==> config.mk <==
export PLATFORM = sky130hd
export DESIGN_NAME = rv_core
export DESIGN_NICKNAME = d
export VERILOG_FILES = /design/src/source/rv_pkg.sv /design/src/source/exec_if.sv /design/src/source/fetch_unit.sv /design/src/source/decode_stage.sv /design/src/source/alu_unit.sv /design/src/source/branch_unit.sv /design/src/source/writeback_unit.sv /design/src/source/rv_core.sv
export SDC_FILE = /design/constraint.sdc
export NUM_CORES = 2
export LEC_CHECK = 0
export ABC_AREA = 1
export BUFFER_PORTS_ARGS = -buffer_cell sky130_fd_sc_hd__clkbuf_2
export CAP_MARGIN = 0
export CORE_UTILIZATION = 50
export CTS_CLUSTER_DIAMETER = 40
export DETAILED_ROUTE_END_ITERATION = 7
export PLACE_DENSITY = 0.66
export SYNTH_ARGS = -nofsm -noshare
export SYNTH_HDL_FRONTEND = slang
export SYNTH_SLANG_ARGS = --single-unit
==> constraint.sdc <==
create_clock -name clk -period 5.5 [get_ports clk]
set_input_delay 1.65 -clock clk [delete_from_list [all_inputs] [get_ports clk]]
set_output_delay 1.65 -clock clk [all_outputs]
set_load 0.01 [all_outputs]
==> src/source/rv_pkg.sv <==
/* rv core package
   widths, opcodes, ALU operation codes and the instruction format views */
`default_nettype none

package rv_pkg;

    localparam int XLEN       = 32;
    localparam int REG_ADDR_W = 5;
    localparam int NUM_REGS   = 32;

    // major opcodes of the kept instruction classes
    localparam logic [6:0] OPC_OP     = 7'b0110011;
    localparam logic [6:0] OPC_OP_IMM = 7'b0010011;
    localparam logic [6:0] OPC_LUI    = 7'b0110111;
    localparam logic [6:0] OPC_AUIPC  = 7'b0010111;
    localparam logic [6:0] OPC_BRANCH = 7'b1100011;
    localparam logic [6:0] OPC_JAL    = 7'b1101111;
    localparam logic [6:0] OPC_JALR   = 7'b1100111;

    typedef enum logic [3:0] {
        ALU_ADD,
        ALU_SUB,
        ALU_SLL,
        ALU_SLT,
        ALU_SLTU,
        ALU_XOR,
        ALU_SRL,
        ALU_SRA,
        ALU_OR,
        ALU_AND,
        ALU_PASS_B    // LUI result is the immediate itself
    } alu_op_t;

    typedef struct packed {
        logic [6:0] funct7;
        logic [4:0] rs2;
        logic [4:0] rs1;
        logic [2:0] funct3;
        logic [4:0] rd;
        logic [6:0] opcode;
    } r_fmt_t;

    typedef struct packed {
        logic [11:0] imm;
        logic [4:0]  rs1;
        logic [2:0]  funct3;
        logic [4:0]  rd;
        logic [6:0]  opcode;
    } i_fmt_t;

    // branch offset is scattered over the word
    typedef struct packed {
        logic       imm_12;
        logic [5:0] imm_10_5;
        logic [4:0] rs2;
        logic [4:0] rs1;
        logic [2:0] funct3;
        logic [3:0] imm_4_1;
        logic       imm_11;
        logic [6:0] opcode;
    } b_fmt_t;

    typedef struct packed {
        logic [19:0] imm_31_12;
        logic [4:0]  rd;
        logic [6:0]  opcode;
    } u_fmt_t;

    typedef struct packed {
        logic       imm_20;
        logic [9:0] imm_10_1;
        logic       imm_11;
        logic [7:0] imm_19_12;
        logic [4:0] rd;
        logic [6:0] opcode;
    } j_fmt_t;

    typedef union packed {
        r_fmt_t r;
        i_fmt_t i;
        b_fmt_t b;
        u_fmt_t u;
        j_fmt_t j;
    } instr_u;

endpackage

`default_nettype wire

==> src/source/exec_if.sv <==
/* execute bus
   decoded operands and class flags from decode to the execute and writeback units */
`default_nettype none
`timescale 1ns/100ps

interface exec_if import rv_pkg::*; ();

    logic                  exec_valid;    // one-cycle strobe per instruction
    logic [XLEN-1:0]       pc;
    logic [XLEN-1:0]       rs1_val;
    logic [XLEN-1:0]       rs2_val;
    logic [XLEN-1:0]       imm;
    alu_op_t               alu_op;
    logic [2:0]            funct3;
    logic                  is_op;         // register-register arithmetic
    logic                  is_op_imm;
    logic                  is_lui;
    logic                  is_auipc;
    logic                  is_branch;
    logic                  is_jal;
    logic                  is_jalr;
    logic [REG_ADDR_W-1:0] rd;

    modport source (
        output exec_valid, pc, rs1_val, rs2_val, imm, alu_op, funct3,
        output is_op, is_op_imm, is_lui, is_auipc, is_branch, is_jal, is_jalr, rd
    );

    modport sink (
        input exec_valid, pc, rs1_val, rs2_val, imm, alu_op, funct3,
        input is_op, is_op_imm, is_lui, is_auipc, is_branch, is_jal, is_jalr, rd
    );

endinterface

`default_nettype wire

==> src/source/fetch_unit.sv <==
/* fetch unit
   holds the pc and runs the four-phase req/ack instruction port */
`default_nettype none
`timescale 1ns/100ps

module fetch_unit import rv_pkg::*; #(
    parameter logic [XLEN-1:0] RESET_PC = '0
) (
    input  logic            clk,
    input  logic            reset,
    input  logic            imem_ack,
    input  logic [31:0]     imem_data,
    input  logic            pc_load,
    input  logic [XLEN-1:0] next_pc,
    output logic            imem_req,
    output logic [XLEN-1:0] imem_addr,
    output logic            instr_valid,
    output logic [31:0]     instr,
    output logic [XLEN-1:0] instr_pc
);

    typedef enum logic [1:0] {
        ST_RELEASE,    // wait for ack low before a new request
        ST_REQUEST,    // req high, waiting for ack
        ST_RETIRE      // instruction in flight
    } fetch_state_t;

    fetch_state_t    state;
    logic [XLEN-1:0] pc;

    always_ff @(posedge clk or posedge reset) begin
        if (reset) begin
            state       <= ST_RELEASE;
            imem_req    <= 1'b0;
            instr_valid <= 1'b0;
            pc          <= RESET_PC;
        end else begin
            instr_valid <= 1'b0;
            case (state)
                ST_RELEASE: begin
                    if (!imem_ack) begin
                        imem_req <= 1'b1;
                        state    <= ST_REQUEST;
                    end
                end
                ST_REQUEST: begin
                    if (imem_ack) begin
                        imem_req    <= 1'b0;
                        instr_valid <= 1'b1;
                        state       <= ST_RETIRE;
                    end
                end
                ST_RETIRE: begin
                    if (pc_load) begin
                        pc <= next_pc;
                        // skip the release state when ack is already low
                        if (!imem_ack) begin
                            imem_req <= 1'b1;
                            state    <= ST_REQUEST;
                        end else begin
                            state <= ST_RELEASE;
                        end
                    end
                end
                default: state <= ST_RELEASE;
            endcase
        end
    end

    // word capture
    always_ff @(posedge clk) begin
        if (state == ST_REQUEST && imem_ack) begin
            instr <= imem_data;
        end
    end

    assign imem_addr = pc;
    assign instr_pc  = pc;    // pc stays put until the next pc_load

    // req only drops after an ack was seen
    a_req_fall_after_ack: assert property (
        @(posedge clk) disable iff (reset) $fell(imem_req) |-> $past(imem_ack)
    );

    // req only rises once the previous ack is gone
    a_req_rise_ack_low: assert property (
        @(posedge clk) disable iff (reset) $rose(imem_req) |-> !$past(imem_ack)
    );

endmodule

`default_nettype wire

==> src/source/decode_stage.sv <==
/* decode stage
   classifies the instruction, builds the immediate, reads the register file */
`default_nettype none
`timescale 1ns/100ps

module decode_stage import rv_pkg::*; (
    input  logic                  clk,
    input  logic                  reset,
    input  logic                  instr_valid,
    input  logic [31:0]           instr,
    input  logic [XLEN-1:0]       instr_pc,
    input  logic                  reg_we,
    input  logic [REG_ADDR_W-1:0] reg_waddr,
    input  logic [XLEN-1:0]       reg_wdata,
    exec_if.source                ex
);

    instr_u          iw;
    logic [6:0]      opcode;
    logic            op_r, op_imm, op_lui, op_auipc, op_branch, op_jal, op_jalr;
    logic [XLEN-1:0] imm;
    alu_op_t         alu_op;
    logic [XLEN-1:0] rs1_rd, rs2_rd;

    logic [XLEN-1:0] regs [NUM_REGS];

    assign iw     = instr;
    assign opcode = iw.r.opcode;

    assign op_r      = (opcode == OPC_OP);
    assign op_imm    = (opcode == OPC_OP_IMM);
    assign op_lui    = (opcode == OPC_LUI);
    assign op_auipc  = (opcode == OPC_AUIPC);
    assign op_branch = (opcode == OPC_BRANCH);
    assign op_jal    = (opcode == OPC_JAL);
    assign op_jalr   = (opcode == OPC_JALR);

    always_comb begin
        if (op_imm || op_jalr) begin
            imm = {{20{iw.i.imm[11]}}, iw.i.imm};
        end else if (op_branch) begin
            imm = {{20{iw.b.imm_12}}, iw.b.imm_11, iw.b.imm_10_5, iw.b.imm_4_1, 1'b0};
        end else if (op_lui || op_auipc) begin
            imm = {iw.u.imm_31_12, 12'b0};
        end else if (op_jal) begin
            imm = {{12{iw.j.imm_20}}, iw.j.imm_19_12, iw.j.imm_11, iw.j.imm_10_1, 1'b0};
        end else begin
            imm = '0;
        end
    end

    // funct7 bit 5 sits at instr[30] for both R and shift-immediate words
    always_comb begin
        alu_op = ALU_ADD;    // AUIPC and everything else
        if (op_lui) begin
            alu_op = ALU_PASS_B;
        end else if (op_r || op_imm) begin
            case (iw.r.funct3)
                3'b000:  alu_op = (op_r && iw.r.funct7[5]) ? ALU_SUB : ALU_ADD;
                3'b001:  alu_op = ALU_SLL;
                3'b010:  alu_op = ALU_SLT;
                3'b011:  alu_op = ALU_SLTU;
                3'b100:  alu_op = ALU_XOR;
                3'b101:  alu_op = iw.r.funct7[5] ? ALU_SRA : ALU_SRL;
                3'b110:  alu_op = ALU_OR;
                default: alu_op = ALU_AND;
            endcase
        end
    end

    // x0 is never written and reads as zero
    always_ff @(posedge clk) begin
        if (reg_we && reg_waddr != '0) begin
            regs[reg_waddr] <= reg_wdata;
        end
    end

    assign rs1_rd = (iw.r.rs1 == '0) ? '0 : regs[iw.r.rs1];
    assign rs2_rd = (iw.r.rs2 == '0) ? '0 : regs[iw.r.rs2];

    always_ff @(posedge clk or posedge reset) begin
        if (reset) begin
            ex.exec_valid <= 1'b0;
        end else begin
            ex.exec_valid <= instr_valid;
        end
    end

    always_ff @(posedge clk) begin
        if (instr_valid) begin
            ex.pc        <= instr_pc;
            ex.rs1_val   <= rs1_rd;
            ex.rs2_val   <= rs2_rd;
            ex.imm       <= imm;
            ex.alu_op    <= alu_op;
            ex.funct3    <= iw.r.funct3;
            ex.is_op     <= op_r;
            ex.is_op_imm <= op_imm;
            ex.is_lui    <= op_lui;
            ex.is_auipc  <= op_auipc;
            ex.is_branch <= op_branch;
            ex.is_jal    <= op_jal;
            ex.is_jalr   <= op_jalr;
            ex.rd        <= iw.r.rd;
        end
    end

endmodule

`default_nettype wire

==> src/source/alu_unit.sv <==
/* integer ALU with operand selection */
`default_nettype none
`timescale 1ns/100ps

module alu_unit import rv_pkg::*; (
    exec_if.sink            ex,
    output logic [XLEN-1:0] alu_result
);

    logic [XLEN-1:0] op_a;
    logic [XLEN-1:0] op_b;
    logic [4:0]      shamt;

    assign op_a  = ex.is_auipc ? ex.pc : ex.rs1_val;
    assign op_b  = ex.is_op ? ex.rs2_val : ex.imm;
    assign shamt = op_b[4:0];

    always_comb begin
        case (ex.alu_op)
            ALU_ADD:  alu_result = op_a + op_b;
            ALU_SUB:  alu_result = op_a - op_b;
            ALU_SLL:  alu_result = op_a << shamt;
            ALU_SLT: begin
                alu_result = {{(XLEN-1){1'b0}}, ($signed(op_a) < $signed(op_b))};
            end
            ALU_SLTU: alu_result = {{(XLEN-1){1'b0}}, (op_a < op_b)};
            ALU_XOR:  alu_result = op_a ^ op_b;
            ALU_SRL:  alu_result = op_a >> shamt;
            ALU_SRA:  alu_result = $unsigned($signed(op_a) >>> shamt);
            ALU_OR:   alu_result = op_a | op_b;
            ALU_AND:  alu_result = op_a & op_b;
            ALU_PASS_B: alu_result = op_b;
            default:  alu_result = '0;
        endcase
    end

endmodule

`default_nettype wire

==> src/source/branch_unit.sv <==
/* branch unit
   evaluates branch conditions and forms jump targets */
`default_nettype none
`timescale 1ns/100ps

module branch_unit import rv_pkg::*; (
    exec_if.sink            ex,
    output logic            take_jump,
    output logic [XLEN-1:0] jump_target
);

    logic            cond;
    logic [XLEN-1:0] base;
    logic [XLEN-1:0] sum;

    always_comb begin
        case (ex.funct3)
            3'b000:  cond = (ex.rs1_val == ex.rs2_val);    // beq
            3'b001:  cond = (ex.rs1_val != ex.rs2_val);
            3'b100:  cond = ($signed(ex.rs1_val) < $signed(ex.rs2_val));
            3'b101:  cond = ($signed(ex.rs1_val) >= $signed(ex.rs2_val));
            3'b110:  cond = (ex.rs1_val < ex.rs2_val);
            3'b111:  cond = (ex.rs1_val >= ex.rs2_val);    // bgeu
            default: cond = 1'b0;
        endcase
    end

    assign take_jump = ex.is_jal || ex.is_jalr || (ex.is_branch && cond);

    // JALR is register relative, the rest pc relative
    assign base = ex.is_jalr ? ex.rs1_val : ex.pc;
    assign sum  = base + ex.imm;

    // fetch stays word aligned
    assign jump_target = {sum[XLEN-1:2], 2'b00};

endmodule

`default_nettype wire

==> src/source/writeback_unit.sv <==
/* writeback unit
   registers the register write, next pc and the retire record */
`default_nettype none
`timescale 1ns/100ps

module writeback_unit import rv_pkg::*; (
    input  logic                  clk,
    input  logic                  reset,
    input  logic [XLEN-1:0]       alu_result,
    input  logic                  take_jump,
    input  logic [XLEN-1:0]       jump_target,
    exec_if.sink                  ex,
    output logic                  reg_we,
    output logic [REG_ADDR_W-1:0] reg_waddr,
    output logic [XLEN-1:0]       reg_wdata,
    output logic                  pc_load,
    output logic [XLEN-1:0]       next_pc,
    output logic                  retire_valid,
    output logic [XLEN-1:0]       retire_pc,
    output logic [REG_ADDR_W-1:0] retire_rd,
    output logic                  retire_we,
    output logic [XLEN-1:0]       retire_wdata
);

    logic [XLEN-1:0] seq_pc;
    logic            wr_en;
    logic [XLEN-1:0] wr_data;

    assign seq_pc = ex.pc + XLEN'(4);

    always_comb begin
        wr_en   = 1'b0;
        wr_data = '0;
        if (ex.is_jal || ex.is_jalr) begin
            wr_en   = 1'b1;
            wr_data = seq_pc;    // link address
        end else if (ex.is_op || ex.is_op_imm || ex.is_lui || ex.is_auipc) begin
            wr_en   = 1'b1;
            wr_data = alu_result;
        end
        if (ex.rd == '0) begin
            wr_en   = 1'b0;
            wr_data = '0;
        end
    end

    always_ff @(posedge clk or posedge reset) begin
        if (reset) begin
            retire_valid <= 1'b0;
            retire_we    <= 1'b0;
        end else begin
            retire_valid <= ex.exec_valid;
            retire_we    <= ex.exec_valid && wr_en;
        end
    end

    always_ff @(posedge clk) begin
        if (ex.exec_valid) begin
            retire_pc    <= ex.pc;
            retire_rd    <= ex.rd;
            retire_wdata <= wr_data;
            next_pc      <= take_jump ? jump_target : seq_pc;
        end
    end

    // register write and pc load share the retire edge
    assign reg_we    = retire_we;
    assign reg_waddr = retire_rd;
    assign reg_wdata = retire_wdata;
    assign pc_load   = retire_valid;

    // pc alignment is kept from reset pc through every jump target
    a_retire_pc_aligned: assert property (
        @(posedge clk) disable iff (reset) retire_valid |-> (retire_pc[1:0] == 2'b00)
    );

endmodule

`default_nettype wire

==> src/source/rv_core.sv <==
/* rv32i core top level
   one instruction in flight, fetched over a four-phase memory port */
`default_nettype none
`timescale 1ns/100ps

module rv_core import rv_pkg::*; #(
    parameter logic [XLEN-1:0] RESET_PC = 32'h8000_0000
) (
    input  logic                  clk,
    input  logic                  reset,
    output logic                  imem_req,
    output logic [XLEN-1:0]       imem_addr,
    input  logic                  imem_ack,
    input  logic [31:0]           imem_data,
    output logic                  retire_valid,
    output logic [XLEN-1:0]       retire_pc,
    output logic [REG_ADDR_W-1:0] retire_rd,
    output logic                  retire_we,
    output logic [XLEN-1:0]       retire_wdata
);

    logic                  instr_valid;
    logic [31:0]           instr;
    logic [XLEN-1:0]       instr_pc;
    logic                  reg_we;
    logic [REG_ADDR_W-1:0] reg_waddr;
    logic [XLEN-1:0]       reg_wdata;
    logic [XLEN-1:0]       alu_result;
    logic                  take_jump;
    logic [XLEN-1:0]       jump_target;
    logic                  pc_load;
    logic [XLEN-1:0]       next_pc;

    exec_if ex_bus ();

    fetch_unit #(
        .RESET_PC(RESET_PC)
    ) fetch0 (
        .clk        (clk),
        .reset      (reset),
        .imem_ack   (imem_ack),
        .imem_data  (imem_data),
        .pc_load    (pc_load),
        .next_pc    (next_pc),
        .imem_req   (imem_req),
        .imem_addr  (imem_addr),
        .instr_valid(instr_valid),
        .instr      (instr),
        .instr_pc   (instr_pc)
    );

    decode_stage decode0 (
        .clk        (clk),
        .reset      (reset),
        .instr_valid(instr_valid),
        .instr      (instr),
        .instr_pc   (instr_pc),
        .reg_we     (reg_we),
        .reg_waddr  (reg_waddr),
        .reg_wdata  (reg_wdata),
        .ex         (ex_bus)
    );

    alu_unit alu0 (
        .ex        (ex_bus),
        .alu_result(alu_result)
    );

    branch_unit branch0 (
        .ex         (ex_bus),
        .take_jump  (take_jump),
        .jump_target(jump_target)
    );

    writeback_unit wb0 (
        .clk         (clk),
        .reset       (reset),
        .alu_result  (alu_result),
        .take_jump   (take_jump),
        .jump_target (jump_target),
        .ex          (ex_bus),
        .reg_we      (reg_we),
        .reg_waddr   (reg_waddr),
        .reg_wdata   (reg_wdata),
        .pc_load     (pc_load),
        .next_pc     (next_pc),
        .retire_valid(retire_valid),
        .retire_pc   (retire_pc),
        .retire_rd   (retire_rd),
        .retire_we   (retire_we),
        .retire_wdata(retire_wdata)
    );

endmodule

`default_nettype wire

# [After elaboration in Yosys (flattened, before gate mapping)]
# Memories as Yosys holds them, arrays and structs flattened. A register that Yosys moved wholly into a read port is not among the register bits.
# Index checks and enable logic that the tools add are counted.
[op_classes] bitwise=4 order_cmp=6 n_mux=32 n_shift=3 add_sub_neg=4 eq_ne=35 n_reduce_logical=26
[ops] op="$pmux W32 S11" count=1
[ops] op="$mux W32" count=10
[ops] op="$lt A32 B32 Y1" count=4
[ops] op="$add A32 B32 Y32" count=2
[ops] op="$ge A32 B32 Y1" count=2
[ops] op="$add A32 B3 Y32 const B" count=1
[ops] op="$and A32 B32 Y32" count=1
[ops] op="$eq A32 B32 Y1" count=1
[ops] op="$ne A32 B32 Y1" count=1
[ops] op="$or A32 B32 Y32" count=1
[ops] op="$shl A32 B5 Y32" count=1
[ops] op="$shr A32 B5 Y32" count=1
[ops] op="$sshr A32 B5 Y32" count=1
[ops] op="$sub A32 B32 Y32" count=1
[ops] op="$xor A32 B32 Y32" count=1
[ops] op="$pmux W4 S7" count=1
[ops] op="$eq A3 B3 Y1 const B" count=7
[ops] op="$eq A7 B7 Y1 const B" count=3
[ops] op="$eq A4 B3 Y1 const B" count=4
[ops] op="$logic_not A5 Y1" count=3
[ops] op="$eq A7 B5 Y1 const B" count=2
[ops] op="$eq A7 B6 Y1 const B" count=2
[ops] op="$mux W1" count=13
[ops] op="$eq A4 B4 Y1 const B" count=3
[ops] op="24 further kinds" count=43
[totals] ram_bits=1024 register_bits=255 memories=1 elab_cells=137
[memory_table] memory="decode0.regs" words=32 width=32 rd=2 rd_clocked_by_memory_dff=2 wr=1 line="decode_stage.sv:25" rtl="logic [XLEN-1:0] regs [NUM_REGS];"

# [Depth between registers and ports, before layout]
[depth] word_depth=7 depth_mapped=23

# [Cells and area by module]
# Synthesis repeated with hierarchy kept, for this count alone.
[hier_totals] cells_unflattened=9627 hier_area_um2=78562.8
[modules_own_cells] mod="decode_stage" cells_each=6145 area_each_um2=57082.2 instances=1
[modules_own_cells] mod="alu_unit" cells_each=2187 area_each_um2=10508.8 instances=1
[modules_own_cells] mod="writeback_unit" cells_each=516 area_each_um2=5188.7 instances=1
[modules_own_cells] mod="branch_unit" cells_each=554 area_each_um2=3090.5 instances=1
[modules_own_cells] mod="fetch_unit" cells_each=225 area_each_um2=2692.6 instances=1

# [Worst setup path after synthesis]
# OpenSTA, ideal clock, no wires.
[synth_timing] kind="register to register" start="register fetch0.instr_valid" end="register decode0.ex.alu_op[0] (enable)" required_time_ns=4.993 t_arrival_ns=3.283 stages_incl_launch_ff=1 path_buffers=0 slack_ns=1.710 synth_period_minus_slack_ns=3.790 path_cell_list="dfrtp_1"
[synth_rtl] element="start, declared" line="fetch_unit.sv:17" rtl="output logic instr_valid,"
[synth_rtl] element="start signal, assigned" line="fetch_unit.sv:35" rtl="instr_valid <= 1'b0;"
[synth_rtl] element="start signal, assigned" line="fetch_unit.sv:38" rtl="instr_valid <= 1'b0;"
[synth_rtl] element="start signal, assigned" line="fetch_unit.sv:49" rtl="instr_valid <= 1'b1;"
[synth_rtl] element="end, declared" line="exec_if.sv:25" rtl="output exec_valid, pc, rs1_val, rs2_val, imm, alu_op, funct3,"
# No word-level cell between the ends.

# [Worst setup path in the final report]
[layout_timing] start="register decode0.ex.is_op" end="register wb0.retire_wdata[25] (netlist: wb0.reg_wdata[25]), data pin"
[layout_via] elab_chain_cells=5 elab_cells_between_ends=15
[layout_lines] element="start, declared" line="exec_if.sv:26" rtl="output is_op, is_op_imm, is_lui, is_auipc, is_branch, is_jal, is_jalr, rd"
[layout_lines] element="start signal, assigned" line="decode_stage.sv:97" rtl="ex.is_op <= op_r;"
[layout_lines] element="$mux W32 / $logic_or A1 B1 Y1 (equally long branches)" line="alu_unit.sv:15, writeback_unit.sv:37"
[layout_lines] element="$sub A32 B32 Y32 (tied with other cells)" line="alu_unit.sv:21" rtl="ALU_SUB: alu_result = op_a - op_b;"
[layout_lines] element="$pmux W32 S11 / $logic_or A1 B1 Y1 (equally long branches)" line="alu_unit.sv:19, writeback_unit.sv:37"
[layout_lines] element="$mux W32 (*)" line="writeback_unit.sv:37" rtl="end else if (ex.is_op || ex.is_op_imm || ex.is_lui || ex.is_auipc) begin"
[layout_lines] element="$mux W32 (*)" line="writeback_unit.sv:34" rtl="if (ex.is_jal || ex.is_jalr) begin"
[layout_lines] element="end signal, assigned" line="writeback_unit.sv:61" rtl="retire_wdata <= wr_data;"
[layout_lines] element="end, declared" line="writeback_unit.sv:22" rtl="output logic [XLEN-1:0] retire_wdata"
# Mark *: on every way between the ends. The rest lies on a longest branch, timed or not.
# A chain may end at the register's enable or synchronous reset.

==> out/summary.txt <==
Status: complete, but fails checks
Failing checks: DRC
DRC viols: 1
Crit path max-delay family: simple AND/OR/NAND/NOR gates
Setup TNS: 0 ps
Largest cells by area after synthesis: edfxtp_1, nand2_1, o21ai_0
Synth Register Bits: 1343
Worst Path Required: 6040 ps
Dpl cell area: 0.07850 sq mm
Max-cap violations: 0
ANT nets after route: 0
Boundary Pins: 139
Layout cell share with drive strength beyond 1: 9.926%
Final Setup Violations: 0
CP max stage cell: o21ai_0
Place WS: 684.9 ps
Setup bufs post-CTS: 0
Cell breakdown of the critical path: buf_12, o21ai_0, ha_1, inv_1, o22ai_1, nor2_1, nand3_1, nor2_1, nand4_1, nand2_1, a21oi_1, buf_4
CP endpoint kind: register
CTS root buffer: clkbuf_16
Leading area contributor after synthesis: edfxtp_1
Clock slew at reported path FFs: 60 ps
Grt ovf: 0
Count leader, synth: nand2_1
Hold Crit Class: reg -> reg
CP most frequent cell: nor2_1
Vias per cell: 6.462
Chip width: 389.7 microns
Detailed-placement wirelength estimate: 225100 microns
Core area: 0.1484 sq mm
Ys Warns: 0
Final hold violation count: 0
Max-slew violations: 0
Core Rows: 141
Hold-fix buffers at CTS: 0
GPL Wtd Cong: 1.104
First-pass GRT wire length: 471100 microns
Seq/Total Area, Yosys: 53.41%
Slew @ Worst Pin: 1448 ps
Skew-Pair Late Insertion Delay: 840 ps
CP max FO: 53
Crit path DAT: 5570 ps
Commonest cells in the netlist: nand2_1, edfxtp_1, o21ai_0
Setup ws final: 466.6 ps
Max-slew headroom: 2.228%
Total CTS buffers: 199
Die area: 0.1518 sq mm
Yosys top cell area share: 52.11%
# H-tree levels: 4
Total power: 24.15 mW
Ys async rst share: 2.904%
Clock Tree Buf Depth: 3
Final instance area: 0.08544 sq mm
Synthesized cell area: 0.07514 sq mm
Average wire per standard cell: 31.30 microns
Initial antenna violation count: 28
Yosys cell types: 59
Ys flop type: edfxtp_1
PwrDens: 282.6 mW/mm^2
Vias: 69594
Clock tree sinks: 1343
Fin crit period: 5033 ps
DIE HEIGHT: 389.7 microns
Setup Crit Path Kind: reg -> reg
Reg2reg setup slack: 470 ps
Unrepaired setup endpoints after global routing: false
Area growth syn-to-layout: 13.70%
Final nets: 8787
Global-route usage over all layers: 43.66%
Post-synth EDFFs: 1304
Register area: 0.04014 sq mm
P_leak: 34.58 nW
CTS tree: yes
Peak VDD IR: 0.3474 mV
Area of the multi-input gates: 0.03032 sq mm
Setup Skew: 73.94 ps
DRT Pass-1 Iters: 8
Cells after Synth: 8520
Post-CTS resize count: 0
Vias in the first global route: 65524
Avg Inst Size Synth: 8.820 sq um
# fillers: 12977
Final worst path period share: 91.52%
Startpoint Class: register
Largest net degree at the start of global routing: 240
Routed WL: 337100 microns
Slowest cell delay on critical path: 1100 ps
Initial Util: 50.65%
Maximum clock frequency: 198.7 MHz
I/O Buffers: 138
Worst Path Buf+Inv: 3
DRT iter0 DRCs: 10186
layer usage:
layer  track usage, %  vias up  routed length, microns  share of wire [%]
met2            65.98     5025                  147500                 44
li1                 -    30160                       -                  -
met5                0        -                     106              0.031
met3            10.68     1298                   39440                 12
met4            36.39       14                   32590                9.7
met1            52.86    33097                  117400                 35
final timing paths:
path                                       start              endpoint  depth (start not counted)
worst max-delay path            decode0.ex.is_op     wb0.reg_wdata[25]                         12
worst min-delay path            decode0.ex.rd[4]      wb0.reg_waddr[4]                          0
worst max register to register  decode0.ex.is_op     wb0.reg_wdata[25]                         12
worst min register to register  decode0.ex.rd[4]      wb0.reg_waddr[4]                          0
max in group asynchronous                  reset    fetch0.instr_valid                          2
min in group asynchronous                  reset  fetch0.imem_addr[30]                          2
worst register-to-register path: stages, from the launching register on:
cell	delay, ps
edfxtp_1	550
buf_12	260
o21ai_0	1140
ha_1	550
inv_1	320
o22ai_1	130
nor2_1	470
nand3_1	210
nor2_1	480
nand4_1	270
nand2_1	120
a21oi_1	70
buf_4	180
power breakdown:
| part | total, mW | switching (mW) | leakage, nW | internal [mW] |
|---|---|---|---|---|
| Combinational | 0.0253 | 0.0160 | 16.9 | 0.00931 |
| Clock | 13.1 | 5.17 | 3.28 | 7.88 |
| Sequential | 11.1 | 0.00116 | 14.4 | 11.1 |
| Total | 24.1 | 5.19 | 34.6 | 19.0 |
placed cells by master, fill, tap and decap left out, types with 19 or more instances in the layout:
cell type,Yosys,layout
a21oi_1,572,572
a221oi_1,53,53
a31oi_1,44,44
buf_4,11,231
bufinv_16,0,22
clkbuf_1,347,22
clkbuf_16,0,200
clkbuf_2,1,138
clkinv_1,5,21
clkinv_2,0,19
clkinvlp_4,0,26
conb_1,1,32
dfrtp_1,38,36
edfxtp_1,1304,1304
ha_1,167,167
inv_1,722,719
inv_6,0,27
mux2_2,35,35
nand2_1,1728,1726
nand3_1,670,670
nand4_1,73,73
nor2_1,634,596
nor2_4,2,38
nor3_1,43,42
o211ai_1,258,258
o21ai_0,1215,1215
o22ai_1,133,133
xor2_1,47,47
cells by family after synthesis:
logic type	after synthesis	share of synthesized area [%]
AO/OA/AOI/OAI	2411	17.97
XOR/XNOR	59	0.6877
adder cells (fa/ha/maj)	169	2.834
buffers and inverters	1292	6.797
flip-flops	1343	53.41
multiplexers	35	0.5245
other	1	0.004990
AND/OR/NAND/NOR	3210	17.77
cell type report:
type | count | area share [%]
flip-flops and latches | 1343 | 46.98
multi-input cells | 5916 | 35.49
clock buffers | 225 | 6.003
inverters | 738 | 3.264
repair buffers | 385 | 3.213
well taps | 2002 | 2.932
clock inverters | 148 | 2.077
diodes | 13 | 0.03808
state kept, by name, indices dropped and copies added, names as in the netlist, 3 cells and up:
register	count
decode0.regs	1024
decode0.ex.imm	32
decode0.ex.pc	32
decode0.ex.rs1_val	32
decode0.ex.rs2_val	32
fetch0.imem_addr	32
fetch0.instr	32
wb0.next_pc	32
wb0.reg_wdata	32
wb0.retire_pc	32
decode0.ex.rd	5
wb0.reg_waddr	5
decode0.ex.alu_op	4
decode0.ex.funct3	3
through the flow:
step / instances / hold slack, ps / util, %
2_1_floorplan: 8551 / 426.8 / -
3_3_place_gp: 10384 / 429.2 / 52.91
3_5_place_dp: 10384 / 439.7 / 52.91
4_1_cts: 10757 / 450.7 / 57.56
5_1_grt: 10757 / 453.9 / 57.56
6_report: 10770 / 449.3 / 57.59
Power figures use the tool's default switching activity.
